[config.mk]
export PLATFORM = sky130hd
export DESIGN_NAME = lc4_processor_ss
export DESIGN_NICKNAME = d
export VERILOG_FILES = /design/src/common/lc4_pkg.sv /design/src/lc4_decoder.sv /design/src/lc4_alu.sv /design/src/lc4_regfile_ss.sv /design/src/issue/lc4_issue.sv /design/src/lane/lc4_lane.sv /design/src/lc4_dmem_arbiter.sv /design/src/lc4_processor_ss.sv
export SDC_FILE = /design/constraint.sdc
export NUM_CORES = 2
export LEC_CHECK = 0
export ABC_CLOCK_PERIOD_IN_PS = 14400
export BUFFER_PORTS_ARGS = -buffer_cell sky130_fd_sc_hd__buf_2
export CAP_MARGIN = 20
export CORE_MARGIN = 2
export CORE_UTILIZATION = 65
export DETAILED_ROUTE_END_ITERATION = 6
export PLACE_DENSITY_LB_ADDON = 0.25
export SYNTH_ARGS = -nofsm -noshare
export SYNTH_HDL_FRONTEND = slang
export SYNTH_SLANG_ARGS = --single-unit
[constraint.sdc]
create_clock -name gwe -period 14.4 [get_ports gwe]
set_input_delay 0.72 -clock gwe [delete_from_list [all_inputs] [get_ports gwe]]
set_output_delay 0.72 -clock gwe [all_outputs]
set_load 0.1 [all_outputs]
[src/common/lc4_pkg.sv]
// widths, opcodes, stall codes and the packed structs shared across the LC4 superscalar core
package lc4_pkg;

    localparam int XLEN      = 16;
    localparam int NREG_BITS = 3;

    typedef logic [XLEN-1:0]      word_t;
    typedef logic [NREG_BITS-1:0] reg_sel_t;

    // opcodes of the supported subset, insn[15:12]
    typedef enum logic [3:0] {
        OP_NOP   = 4'h0,
        OP_ARITH = 4'h1,  // ADD, SUB, ADD-immediate
        OP_LOGIC = 4'h5,  // AND only
        OP_LDR   = 4'h6,
        OP_STR   = 4'h7,
        OP_CONST = 4'h9
    } opcode_e;

    // retire stall codes, 2 (branch) is unused here
    typedef enum logic [1:0] {
        STALL_NONE  = 2'd0,
        STALL_SPLIT = 2'd1,
        STALL_LOAD  = 2'd3
    } stall_e;

    typedef struct packed {
        reg_sel_t rs;
        reg_sel_t rt;       // store data register for STR
        reg_sel_t rd;
        logic     rs_re;
        logic     rt_re;
        logic     rd_we;
        logic     is_load;
        logic     is_store;
    } ctrl_t;

    // one lane slot, operands are read in D and bypassed in X
    typedef struct packed {
        logic   valid;
        word_t  pc;
        word_t  insn;
        ctrl_t  ctrl;
        word_t  rs_data;
        word_t  rt_data;
        stall_e stall;
    } uop_t;

    typedef struct packed {
        logic     valid;
        logic     rd_we;
        reg_sel_t rd;
        word_t    data;
    } fwd_t;

    // all bypass sources, in priority order
    typedef struct packed {
        fwd_t mb;
        fwd_t ma;
        fwd_t wb;
        fwd_t wa;
    } fwd_set_t;

    typedef struct packed {
        reg_sel_t rs_a;
        reg_sel_t rt_a;
        reg_sel_t rs_b;
        reg_sel_t rt_b;
    } rsel_t;

    typedef struct packed {
        word_t rs_a;
        word_t rt_a;
        word_t rs_b;
        word_t rt_b;
    } rdata_t;

    typedef struct packed {
        logic  is_load;
        logic  is_store;
        word_t addr;
        word_t wdata;
    } mem_req_t;

    typedef struct packed {
        logic     valid;
        word_t    pc;
        word_t    insn;
        logic     rd_we;
        reg_sel_t rd;
        word_t    wdata;
        logic     dmem_we;
        word_t    dmem_addr;
        stall_e   stall;
    } retire_t;

endpackage

[src/lc4_decoder.sv]
// instruction decoder for the NOP/ADD/SUB/AND/ADDI/CONST/LDR/STR subset
module lc4_decoder (
    input  lc4_pkg::word_t i_insn,
    output lc4_pkg::ctrl_t o_ctrl
);
    import lc4_pkg::*;

    always_comb begin
        o_ctrl = '0;  // anything not listed below behaves as NOP
        case (opcode_e'(i_insn[15:12]))
            OP_ARITH: begin
                // MUL and DIV subops are not supported
                if (i_insn[5] || !i_insn[3]) begin
                    o_ctrl.rd    = i_insn[11:9];
                    o_ctrl.rs    = i_insn[8:6];
                    o_ctrl.rt    = i_insn[2:0];
                    o_ctrl.rs_re = 1'b1;
                    o_ctrl.rt_re = !i_insn[5];  // immediate form has no rt
                    o_ctrl.rd_we = 1'b1;
                end
            end
            OP_LOGIC: begin
                if (i_insn[5:3] == 3'b000) begin
                    o_ctrl.rd    = i_insn[11:9];
                    o_ctrl.rs    = i_insn[8:6];
                    o_ctrl.rt    = i_insn[2:0];
                    o_ctrl.rs_re = 1'b1;
                    o_ctrl.rt_re = 1'b1;
                    o_ctrl.rd_we = 1'b1;
                end
            end
            OP_LDR: begin
                o_ctrl.rd      = i_insn[11:9];
                o_ctrl.rs      = i_insn[8:6];
                o_ctrl.rs_re   = 1'b1;
                o_ctrl.rd_we   = 1'b1;
                o_ctrl.is_load = 1'b1;
            end
            OP_STR: begin
                o_ctrl.rt       = i_insn[11:9];  // data to store
                o_ctrl.rs       = i_insn[8:6];   // base address
                o_ctrl.rs_re    = 1'b1;
                o_ctrl.rt_re    = 1'b1;
                o_ctrl.is_store = 1'b1;
            end
            OP_CONST: begin
                o_ctrl.rd    = i_insn[11:9];
                o_ctrl.rd_we = 1'b1;
            end
            OP_NOP:  ;
            default: ;
        endcase
    end

    // the memory arbiter relies on one access kind per instruction
    always_comb begin
        assert (!(o_ctrl.is_load && o_ctrl.is_store))
            else $error("decoder flags both load and store for %h", i_insn);
    end

endmodule

[src/lc4_alu.sv]
// ALU for the arithmetic, immediate, CONST and load/store address operations
module lc4_alu (
    input  lc4_pkg::word_t i_insn,
    input  lc4_pkg::word_t i_rs,
    input  lc4_pkg::word_t i_rt,
    output lc4_pkg::word_t o_result
);
    import lc4_pkg::*;

    word_t imm5, imm6, imm9;

    assign imm5 = {{(XLEN-5){i_insn[4]}}, i_insn[4:0]};
    assign imm6 = {{(XLEN-6){i_insn[5]}}, i_insn[5:0]};
    assign imm9 = {{(XLEN-9){i_insn[8]}}, i_insn[8:0]};

    always_comb begin
        case (opcode_e'(i_insn[15:12]))
            OP_ARITH: begin
                if (i_insn[5])      o_result = i_rs + imm5;
                else if (i_insn[4]) o_result = i_rs - i_rt;
                else                o_result = i_rs + i_rt;
            end
            OP_LOGIC:        o_result = i_rs & i_rt;
            OP_LDR, OP_STR:  o_result = i_rs + imm6;  // effective address
            OP_CONST:        o_result = imm9;
            default:         o_result = '0;
        endcase
    end

endmodule

[src/lc4_regfile_ss.sv]
// eight-entry register file, four read ports, two write ports, write-through reads
module lc4_regfile_ss (
    input  logic              gwe,
    input  logic              i_rst_n,
    input  lc4_pkg::reg_sel_t i_rs_a,
    input  lc4_pkg::reg_sel_t i_rt_a,
    input  lc4_pkg::reg_sel_t i_rs_b,
    input  lc4_pkg::reg_sel_t i_rt_b,
    input  lc4_pkg::fwd_t     i_wr_a,
    input  lc4_pkg::fwd_t     i_wr_b,
    output lc4_pkg::word_t    o_rs_data_a,
    output lc4_pkg::word_t    o_rt_data_a,
    output lc4_pkg::word_t    o_rs_data_b,
    output lc4_pkg::word_t    o_rt_data_b
);
    import lc4_pkg::*;

    word_t regs [2**NREG_BITS];
    logic  we_a, we_b;

    assign we_a = i_wr_a.valid && i_wr_a.rd_we;
    assign we_b = i_wr_b.valid && i_wr_b.rd_we;

    always_ff @(posedge gwe or negedge i_rst_n) begin
        if (!i_rst_n) begin
            for (int i = 0; i < 2**NREG_BITS; i++) regs[i] <= '0;
        end else begin
            if (we_a) regs[i_wr_a.rd] <= i_wr_a.data;
            if (we_b) regs[i_wr_b.rd] <= i_wr_b.data;  // lane B is younger, wins a tie
        end
    end

    // same-cycle writes are visible to D-stage reads
    function automatic word_t read_port(input reg_sel_t sel);
        if (we_b && i_wr_b.rd == sel) return i_wr_b.data;
        if (we_a && i_wr_a.rd == sel) return i_wr_a.data;
        return regs[sel];
    endfunction

    always_comb begin
        o_rs_data_a = read_port(i_rs_a);
        o_rt_data_a = read_port(i_rt_a);
        o_rs_data_b = read_port(i_rs_b);
        o_rt_data_b = read_port(i_rt_b);
    end

endmodule

[src/issue/lc4_issue.sv]
// fetch PC, decode pair register, pair split and load-use stall logic
module lc4_issue #(
    parameter lc4_pkg::word_t PC_RESET = 16'h8200
) (
    input  logic            gwe,
    input  logic            i_rst_n,
    input  lc4_pkg::word_t  i_insn_a,
    input  lc4_pkg::word_t  i_insn_b,
    input  lc4_pkg::uop_t   i_x_a,
    input  lc4_pkg::uop_t   i_x_b,
    output lc4_pkg::word_t  o_pc,
    output lc4_pkg::rsel_t  o_rsel,
    input  lc4_pkg::rdata_t i_rdata,
    output lc4_pkg::uop_t   o_issue_a,
    output lc4_pkg::uop_t   o_issue_b
);
    import lc4_pkg::*;

    typedef struct packed {
        logic   valid;
        word_t  pc;
        word_t  insn;
        stall_e stall;
    } dslot_t;

    word_t  pc_q;
    dslot_t d_a, d_b;
    ctrl_t  ctrl_a, ctrl_b;
    logic   ldu_a, ldu_b, b_needs_a, both_mem, split;
    stall_e b_hold;  // why B could not go with A

    lc4_decoder u_dec_a (.i_insn(d_a.insn), .o_ctrl(ctrl_a));
    lc4_decoder u_dec_b (.i_insn(d_b.insn), .o_ctrl(ctrl_b));

    // store data is not checked, it gets WM bypass later
    function automatic logic load_use(input uop_t x, input ctrl_t c);
        return x.valid && x.ctrl.is_load &&
               ((c.rs_re && c.rs == x.ctrl.rd) ||
                (c.rt_re && !c.is_store && c.rt == x.ctrl.rd));
    endfunction

    assign ldu_a = d_a.valid && (load_use(i_x_a, ctrl_a) || load_use(i_x_b, ctrl_a));
    assign ldu_b = d_b.valid && (load_use(i_x_a, ctrl_b) || load_use(i_x_b, ctrl_b));

    assign b_needs_a = ctrl_a.rd_we &&
                       ((ctrl_b.rs_re && ctrl_b.rs == ctrl_a.rd) ||
                        (ctrl_b.rt_re && ctrl_b.rt == ctrl_a.rd));
    assign both_mem  = (ctrl_a.is_load || ctrl_a.is_store) &&
                       (ctrl_b.is_load || ctrl_b.is_store);
    assign split     = d_a.valid && d_b.valid && (b_needs_a || both_mem || ldu_b);
    assign b_hold    = (b_needs_a || both_mem) ? STALL_SPLIT : STALL_LOAD;

    assign o_pc   = pc_q;
    assign o_rsel = '{rs_a: ctrl_a.rs, rt_a: ctrl_a.rt, rs_b: ctrl_b.rs, rt_b: ctrl_b.rt};

    always_comb begin
        o_issue_a = '{valid: d_a.valid && !ldu_a, pc: d_a.pc, insn: d_a.insn, ctrl: ctrl_a,
                      rs_data: i_rdata.rs_a, rt_data: i_rdata.rt_a,
                      stall: ldu_a ? STALL_LOAD : d_a.stall};
        o_issue_b = '{valid: d_b.valid && !ldu_a && !split, pc: d_b.pc, insn: d_b.insn,
                      ctrl: ctrl_b, rs_data: i_rdata.rs_b, rt_data: i_rdata.rt_b,
                      stall: d_b.stall};
        if (ldu_a)      o_issue_b.stall = STALL_LOAD;
        else if (split) o_issue_b.stall = b_hold;
    end

    always_ff @(posedge gwe or negedge i_rst_n) begin
        if (!i_rst_n) begin
            pc_q <= PC_RESET;
            d_a  <= '0;
            d_b  <= '0;
        end else if (ldu_a) begin
            d_a.stall <= STALL_LOAD;  // whole pair holds, pc too
            d_b.stall <= STALL_LOAD;
        end else if (split) begin
            // B slides into slot A, slot B takes the first fetched insn
            d_a  <= '{valid: d_b.valid, pc: d_b.pc, insn: d_b.insn, stall: b_hold};
            d_b  <= '{valid: 1'b1, pc: pc_q, insn: i_insn_a, stall: STALL_NONE};
            pc_q <= pc_q + word_t'(1);
        end else begin
            d_a  <= '{valid: 1'b1, pc: pc_q, insn: i_insn_a, stall: STALL_NONE};
            d_b  <= '{valid: 1'b1, pc: pc_q + word_t'(1), insn: i_insn_b, stall: STALL_NONE};
            pc_q <= pc_q + word_t'(2);
        end
    end

    // what was issued last cycle sits in the lanes' X registers now
    a_one_mem_in_x: assert property (@(posedge gwe) disable iff (!i_rst_n)
        !(i_x_a.valid && i_x_b.valid &&
          (i_x_a.ctrl.is_load || i_x_a.ctrl.is_store) &&
          (i_x_b.ctrl.is_load || i_x_b.ctrl.is_store)));

endmodule

[src/lane/lc4_lane.sv]
// one pipeline lane: X, M and W registers, bypass muxes, memory request and retire trace
module lc4_lane (
    input  logic              gwe,
    input  logic              i_rst_n,
    input  lc4_pkg::uop_t     i_issue,
    input  lc4_pkg::fwd_set_t i_fwd,
    input  lc4_pkg::word_t    i_mem_rdata,
    output lc4_pkg::uop_t     o_x,
    output lc4_pkg::fwd_t     o_fwd_m,
    output lc4_pkg::fwd_t     o_fwd_w,
    output lc4_pkg::mem_req_t o_mem_req,
    output lc4_pkg::retire_t  o_retire
);
    import lc4_pkg::*;

    uop_t  x_q, m_q, w_q;
    word_t x_rs, x_rt, x_alu;
    word_t m_alu, m_st_data;
    word_t w_alu, w_load, w_data;
    logic  x_reads_m_load;

    function automatic logic fwd_hit(input fwd_t f, input reg_sel_t sel);
        return f.valid && f.rd_we && (f.rd == sel);
    endfunction

    // MX then WX, lane B ahead of lane A within a stage
    function automatic word_t mx_wx(input reg_sel_t sel, input word_t rf_data);
        if (fwd_hit(i_fwd.mb, sel)) return i_fwd.mb.data;
        if (fwd_hit(i_fwd.ma, sel)) return i_fwd.ma.data;
        if (fwd_hit(i_fwd.wb, sel)) return i_fwd.wb.data;
        if (fwd_hit(i_fwd.wa, sel)) return i_fwd.wa.data;
        return rf_data;
    endfunction

    always_comb begin
        x_rs = mx_wx(x_q.ctrl.rs, x_q.rs_data);
        x_rt = mx_wx(x_q.ctrl.rt, x_q.rt_data);
        // WM, covers a load feeding the data of the next store
        if (fwd_hit(i_fwd.wb, m_q.ctrl.rt))      m_st_data = i_fwd.wb.data;
        else if (fwd_hit(i_fwd.wa, m_q.ctrl.rt)) m_st_data = i_fwd.wa.data;
        else                                      m_st_data = m_q.rt_data;
    end

    lc4_alu u_alu (.i_insn(x_q.insn), .i_rs(x_rs), .i_rt(x_rt), .o_result(x_alu));

    always_ff @(posedge gwe or negedge i_rst_n) begin
        if (!i_rst_n) begin
            x_q <= '0;
            m_q <= '0;
            w_q <= '0;
        end else begin
            x_q         <= i_issue;
            m_q         <= x_q;
            m_q.rt_data <= x_rt;  // store data after MX/WX
            w_q         <= m_q;
        end
    end

    always_ff @(posedge gwe) begin
        m_alu  <= x_alu;
        w_alu  <= m_alu;
        w_load <= i_mem_rdata;
    end

    assign w_data = w_q.ctrl.is_load ? w_load : w_alu;

    assign o_x       = x_q;
    assign o_fwd_m   = '{valid: m_q.valid, rd_we: m_q.ctrl.rd_we && !m_q.ctrl.is_load,
                         rd: m_q.ctrl.rd, data: m_alu};  // load data not ready in M
    assign o_fwd_w   = '{valid: w_q.valid, rd_we: w_q.ctrl.rd_we, rd: w_q.ctrl.rd, data: w_data};
    assign o_mem_req = '{is_load: m_q.valid && m_q.ctrl.is_load,
                         is_store: m_q.valid && m_q.ctrl.is_store,
                         addr: m_alu, wdata: m_st_data};

    assign o_retire = '{valid: w_q.valid, pc: w_q.pc, insn: w_q.insn,
                        rd_we: w_q.valid && w_q.ctrl.rd_we, rd: w_q.ctrl.rd, wdata: w_data,
                        dmem_we: w_q.valid && w_q.ctrl.is_store,
                        dmem_addr: (w_q.ctrl.is_load || w_q.ctrl.is_store) ? w_alu : '0,
                        stall: w_q.stall};

    // issue holds back any reader of a load still in M
    assign x_reads_m_load = m_q.valid && m_q.ctrl.is_load && x_q.valid &&
                            ((x_q.ctrl.rs_re && x_q.ctrl.rs == m_q.ctrl.rd) ||
                             (x_q.ctrl.rt_re && !x_q.ctrl.is_store && x_q.ctrl.rt == m_q.ctrl.rd));

    a_no_load_use: assert property (@(posedge gwe) disable iff (!i_rst_n) !x_reads_m_load);

endmodule

[src/lc4_dmem_arbiter.sv]
// steering of the single data-memory port between the two M stages
module lc4_dmem_arbiter (
    input  lc4_pkg::mem_req_t i_req_a,
    input  lc4_pkg::mem_req_t i_req_b,
    input  lc4_pkg::word_t    i_rdata,
    output lc4_pkg::word_t    o_addr,
    output logic              o_we,
    output lc4_pkg::word_t    o_wdata,
    output lc4_pkg::word_t    o_rdata_a,
    output lc4_pkg::word_t    o_rdata_b
);
    import lc4_pkg::*;

    logic act_a, act_b;

    assign act_a = i_req_a.is_load || i_req_a.is_store;
    assign act_b = i_req_b.is_load || i_req_b.is_store;

    always_comb begin
        o_addr    = '0;  // idle port shows zeros
        o_we      = 1'b0;
        o_wdata   = '0;
        o_rdata_a = '0;
        o_rdata_b = '0;
        if (act_a) begin
            o_addr    = i_req_a.addr;
            o_we      = i_req_a.is_store;
            o_wdata   = i_req_a.wdata;
            o_rdata_a = i_rdata;
        end else if (act_b) begin
            o_addr    = i_req_b.addr;
            o_we      = i_req_b.is_store;
            o_wdata   = i_req_b.wdata;
            o_rdata_b = i_rdata;
        end
    end

    // pair split in issue keeps the two M stages from colliding
    always_comb begin
        assert (!(act_a && act_b)) else $error("both lanes access data memory at once");
    end

endmodule

[src/lc4_processor_ss.sv]
// two-lane superscalar LC4 core: issue, two lanes, register file and data-memory arbiter
module lc4_processor_ss #(
    parameter lc4_pkg::word_t PC_RESET = 16'h8200
) (
    input  logic             gwe,
    input  logic             i_rst_n,
    output lc4_pkg::word_t   o_cur_pc,
    input  lc4_pkg::word_t   i_cur_insn_a,    // imem at o_cur_pc
    input  lc4_pkg::word_t   i_cur_insn_b,    // imem at o_cur_pc+1
    output lc4_pkg::word_t   o_dmem_addr,
    output logic             o_dmem_we,
    output lc4_pkg::word_t   o_dmem_towrite,
    input  lc4_pkg::word_t   i_dmem_rdata,
    output lc4_pkg::retire_t o_retire_a,
    output lc4_pkg::retire_t o_retire_b
);
    import lc4_pkg::*;

    rsel_t    rsel;
    rdata_t   rdata;
    uop_t     issue_a, issue_b, x_a, x_b;
    fwd_t     fwd_ma, fwd_wa, fwd_mb, fwd_wb;
    fwd_set_t fwd_all;
    mem_req_t req_a, req_b;
    word_t    mem_rdata_a, mem_rdata_b;

    assign fwd_all = '{mb: fwd_mb, ma: fwd_ma, wb: fwd_wb, wa: fwd_wa};

    lc4_issue #(.PC_RESET(PC_RESET)) u_issue (
        .gwe(gwe), .i_rst_n(i_rst_n),
        .i_insn_a(i_cur_insn_a), .i_insn_b(i_cur_insn_b),
        .i_x_a(x_a), .i_x_b(x_b),
        .o_pc(o_cur_pc), .o_rsel(rsel), .i_rdata(rdata),
        .o_issue_a(issue_a), .o_issue_b(issue_b)
    );

    lc4_regfile_ss u_regfile (
        .gwe(gwe), .i_rst_n(i_rst_n),
        .i_rs_a(rsel.rs_a), .i_rt_a(rsel.rt_a), .i_rs_b(rsel.rs_b), .i_rt_b(rsel.rt_b),
        .i_wr_a(fwd_wa), .i_wr_b(fwd_wb),
        .o_rs_data_a(rdata.rs_a), .o_rt_data_a(rdata.rt_a),
        .o_rs_data_b(rdata.rs_b), .o_rt_data_b(rdata.rt_b)
    );

    lc4_lane u_lane_a (
        .gwe(gwe), .i_rst_n(i_rst_n), .i_issue(issue_a), .i_fwd(fwd_all),
        .i_mem_rdata(mem_rdata_a), .o_x(x_a), .o_fwd_m(fwd_ma), .o_fwd_w(fwd_wa),
        .o_mem_req(req_a), .o_retire(o_retire_a)
    );

    lc4_lane u_lane_b (
        .gwe(gwe), .i_rst_n(i_rst_n), .i_issue(issue_b), .i_fwd(fwd_all),
        .i_mem_rdata(mem_rdata_b), .o_x(x_b), .o_fwd_m(fwd_mb), .o_fwd_w(fwd_wb),
        .o_mem_req(req_b), .o_retire(o_retire_b)
    );

    lc4_dmem_arbiter u_dmem_arb (
        .i_req_a(req_a), .i_req_b(req_b), .i_rdata(i_dmem_rdata),
        .o_addr(o_dmem_addr), .o_we(o_dmem_we), .o_wdata(o_dmem_towrite),
        .o_rdata_a(mem_rdata_a), .o_rdata_b(mem_rdata_b)
    );

endmodule

==> results.cfg <==
[finish]
n_fill_cell = 4158
fin_area_mm2 = 0.04076
final_core_util_pct = 72.42
multi_input_area_mm2 = 0.01819
area_growth_pct = 10.45
fin_nets = 4226
drive_gt1_share_pct = 15.69
seq_area_mm2 = 0.01627

[clock_network]
cts.sinks = 669
htreeDepth = 3
cts_tree = built
cts_buffers = 73
post-cts-setup-buffer-count = 0
path_clk_slew_ps = 60
hold_buffers = 0
cts_resized = 0
clkLatencyLatePin_ps = 640
cts_root_buffer = clkbuf_16
clockBufferDepth = 3

[synth]
yosys-top-cells-area = dfrtp_1, nand2_1, o21ai_0
async_flop_share_pct = 85.65
synth.distinct_cells = 103
ys_ff_latch = 669
synth_nets = 4229
synthMostInstantiatedCell = nand2_1
avgSynthCellArea_um2 = 8.918
ys_seq_area_share_pct = 44.07
synthesis.area_mm2 = 0.03690
synthTopCellsByCount = nand2_1, dfrtp_1, o21ai_0
yosysTopAreaCell = dfrtp_1
ys.flop_type = dfrtp_1
yosys_warnings = 0
synth_edf_count = 0
netlist_instances = 4138
synth_top_area_share_pct = 38.72

[setup_path]
cp-start-kind = flop
r2r_end = u_lane_b.m_alu[14]
ff2ff_path_depth = 25
crit_path_end_kind = flop
arrival_ps = 7230
critical_path_class = reg2reg
crit_fanout = 26
r2r-start = u_lane_a.o_fwd_w[18]
rrSetupSlack_ps = 7740
critPathRequiredTime_ps = 14970

[placed_design]
pre_cts_slack_ps = 7972
io_buffers = 242
dpl_cell_area_mm2 = 0.03801
place_congestion = 1.025
dp_hpwl_um = 88810

[routing]
dr_total_vias = 33890
first_iter_violations = 4991
wl_per_cell_um = 27.53
drc = 79
routed_wl_um = 136300
drtPass1Iterations = 7
vias_per_cell = 6.844
ant_nets = 0

[timing]
fin_tns_setup_ps = 0
period_share_pct = 46.25
fin_worst_skew_ps = 24.99
fmax_mhz = 150.2
worst_pin_slew_ps = 1274
rsz0062_at_grt = false
hold_slack_ps = 140.9
layout_setup_ws_ps = 7740
max-slew-margin-rel_pct = 15.06
finalHoldViolations = 0
drv_slew = 0
finalSetupViolCount = 0
period_needed_ps = 6660

[floorplanning]
die-area_mm2 = 0.05869
row_count = 87
core_mm2 = 0.05628
start_util_pct = 65.57
die_h_um = 242.3
io_pins = 243
die_w_um = 242.3

[status]
violations = DRC
status = finished, violations left

[min_path]
min_path_type = in2async

[global_route]
first_global_vias = 32030
grt_pass1_wl_um = 203400
grt.overflow.total = 0
track_usage_pct = 45.84
antenna_found_initial = 0
grt_max_degree = 185

[power_and_ir_drop]
ir_drop_mv = 0.2226
p_leak_nw = 18.16
p_per_area_mw_per_mm2 = 202.1

[flow_run]
max-cap-violations = 0
==> power breakdown <==
group | switching (mW) | internal [mW]
clock network | 0.840 | 1.22
logic | 2.38 | 1.05
registers | 0.461 | 2.29
total | 3.68 | 4.55
==> critical path, cell delays in order (launching register included) <==
cell	delay [ps]
dfrtp_1	900
xor2_1	220
nor4_4	300
buf_4	360
mux2i_1	270
o22ai_1	140
a221oi_2	420
ha_1	400
a31oi_1	140
xor2_1	260
nor4b_2	480
xor2_1	220
o21ai_0	110
a21oi_1	180
nor2_1	70
ha_1	330
a21oi_1	230
o21bai_1	100
a21oi_1	230
o21bai_1	90
a21oi_1	220
o21bai_1	110
a21o_1	210
a21oi_1	220
mux2i_1	240
a21o_1	140
==> stage by stage <==
step                power, mW  instances
floorplan               5.048       4138
global placement        5.980       4807
detailed placement      6.017       4809
CTS                     8.082       4944
global route            8.525       4951
finish                  8.237       4952
==> sequential cells by signal, summed over array words and instances (netlist names), 32 cells and up <==
register	flops
u_regfile.regs	128
u_lane_a.o_x	79
u_lane_b.o_x	79
u_lane_a.m_q	56
u_lane_b.m_q	56
u_lane_a.o_retire	34
u_lane_b.o_retire	34
u_issue.o_issue_a	32
u_issue.o_issue_b	32
==> logic make-up (layout without fill, tap and decap cells) <==
group | Yosys count | in the layout | synth area share, %
other cells | 1 | 2 | 0.01016
xor+xnor | 203 | 203 | 4.859
compound gates | 1141 | 1141 | 20.52
flops | 669 | 669 | 44.07
simple gates | 1350 | 1350 | 17.10
fa+ha+maj | 41 | 41 | 1.431
mux | 153 | 153 | 4.828
buf+inv | 580 | 637 | 7.188
==> final cells by class <==
cell class	count	area share [%]
multi-input combinational	2889	44.62
sequential	669	39.91
timing repair buffer	362	5.342
clock buffer	93	4.988
tap	756	2.321
clock inverter	42	1.523
inverter	140	1.289
antenna	1	0.006140
==> cells in the final DEF (no fill, tap or decap), drive strengths merged, types with 80 or more instances in the layout <==
cell type,netlist,final
buf,154,362
dfrtp,571,571
nor2,110,110
clkbuf,286,93
and3,80,80
nand3,116,116
dfxtp,96,96
a21oi,137,137
xnor2,98,98
o21ai,426,426
mux2i,100,100
o211ai,196,196
inv,133,136
xor2,105,105
nand2,793,793
==> layer usage <==
metal,vias to the layer above,global-route usage (%),part of all wire (%)
li1,14540,-,-
met3,644,12.24,12
met1,16180,60.17,37
met2,2524,68.19,43
met5,-,0,0
met4,0,27.96,7.4
==> how the worst max path moves through the flow <==
| stage | startpoint | endpoint | slack [ps] |
|---|---|---|---|
| 2_1_floorplan | u_lane_a.o_fwd_w[17] | u_lane_b.m_alu[14] | 9030 |
| 3_3_place_gp | u_lane_b.w_q[35] | u_lane_a.m_alu[15] | 8130 |
| 3_5_place_dp | u_lane_b.o_fwd_w[18] | u_lane_a.m_alu[15] | 7970 |
| 4_1_cts | u_lane_a.o_fwd_w[18] | u_lane_b.m_alu[14] | 7910 |
| 5_1_grt | u_lane_a.o_fwd_w[18] | u_lane_b.m_alu[14] | 7330 |
| 6_report | u_lane_a.o_fwd_w[18] | u_lane_b.m_alu[14] | 7740 |
(Power assumes the default switching activity.)
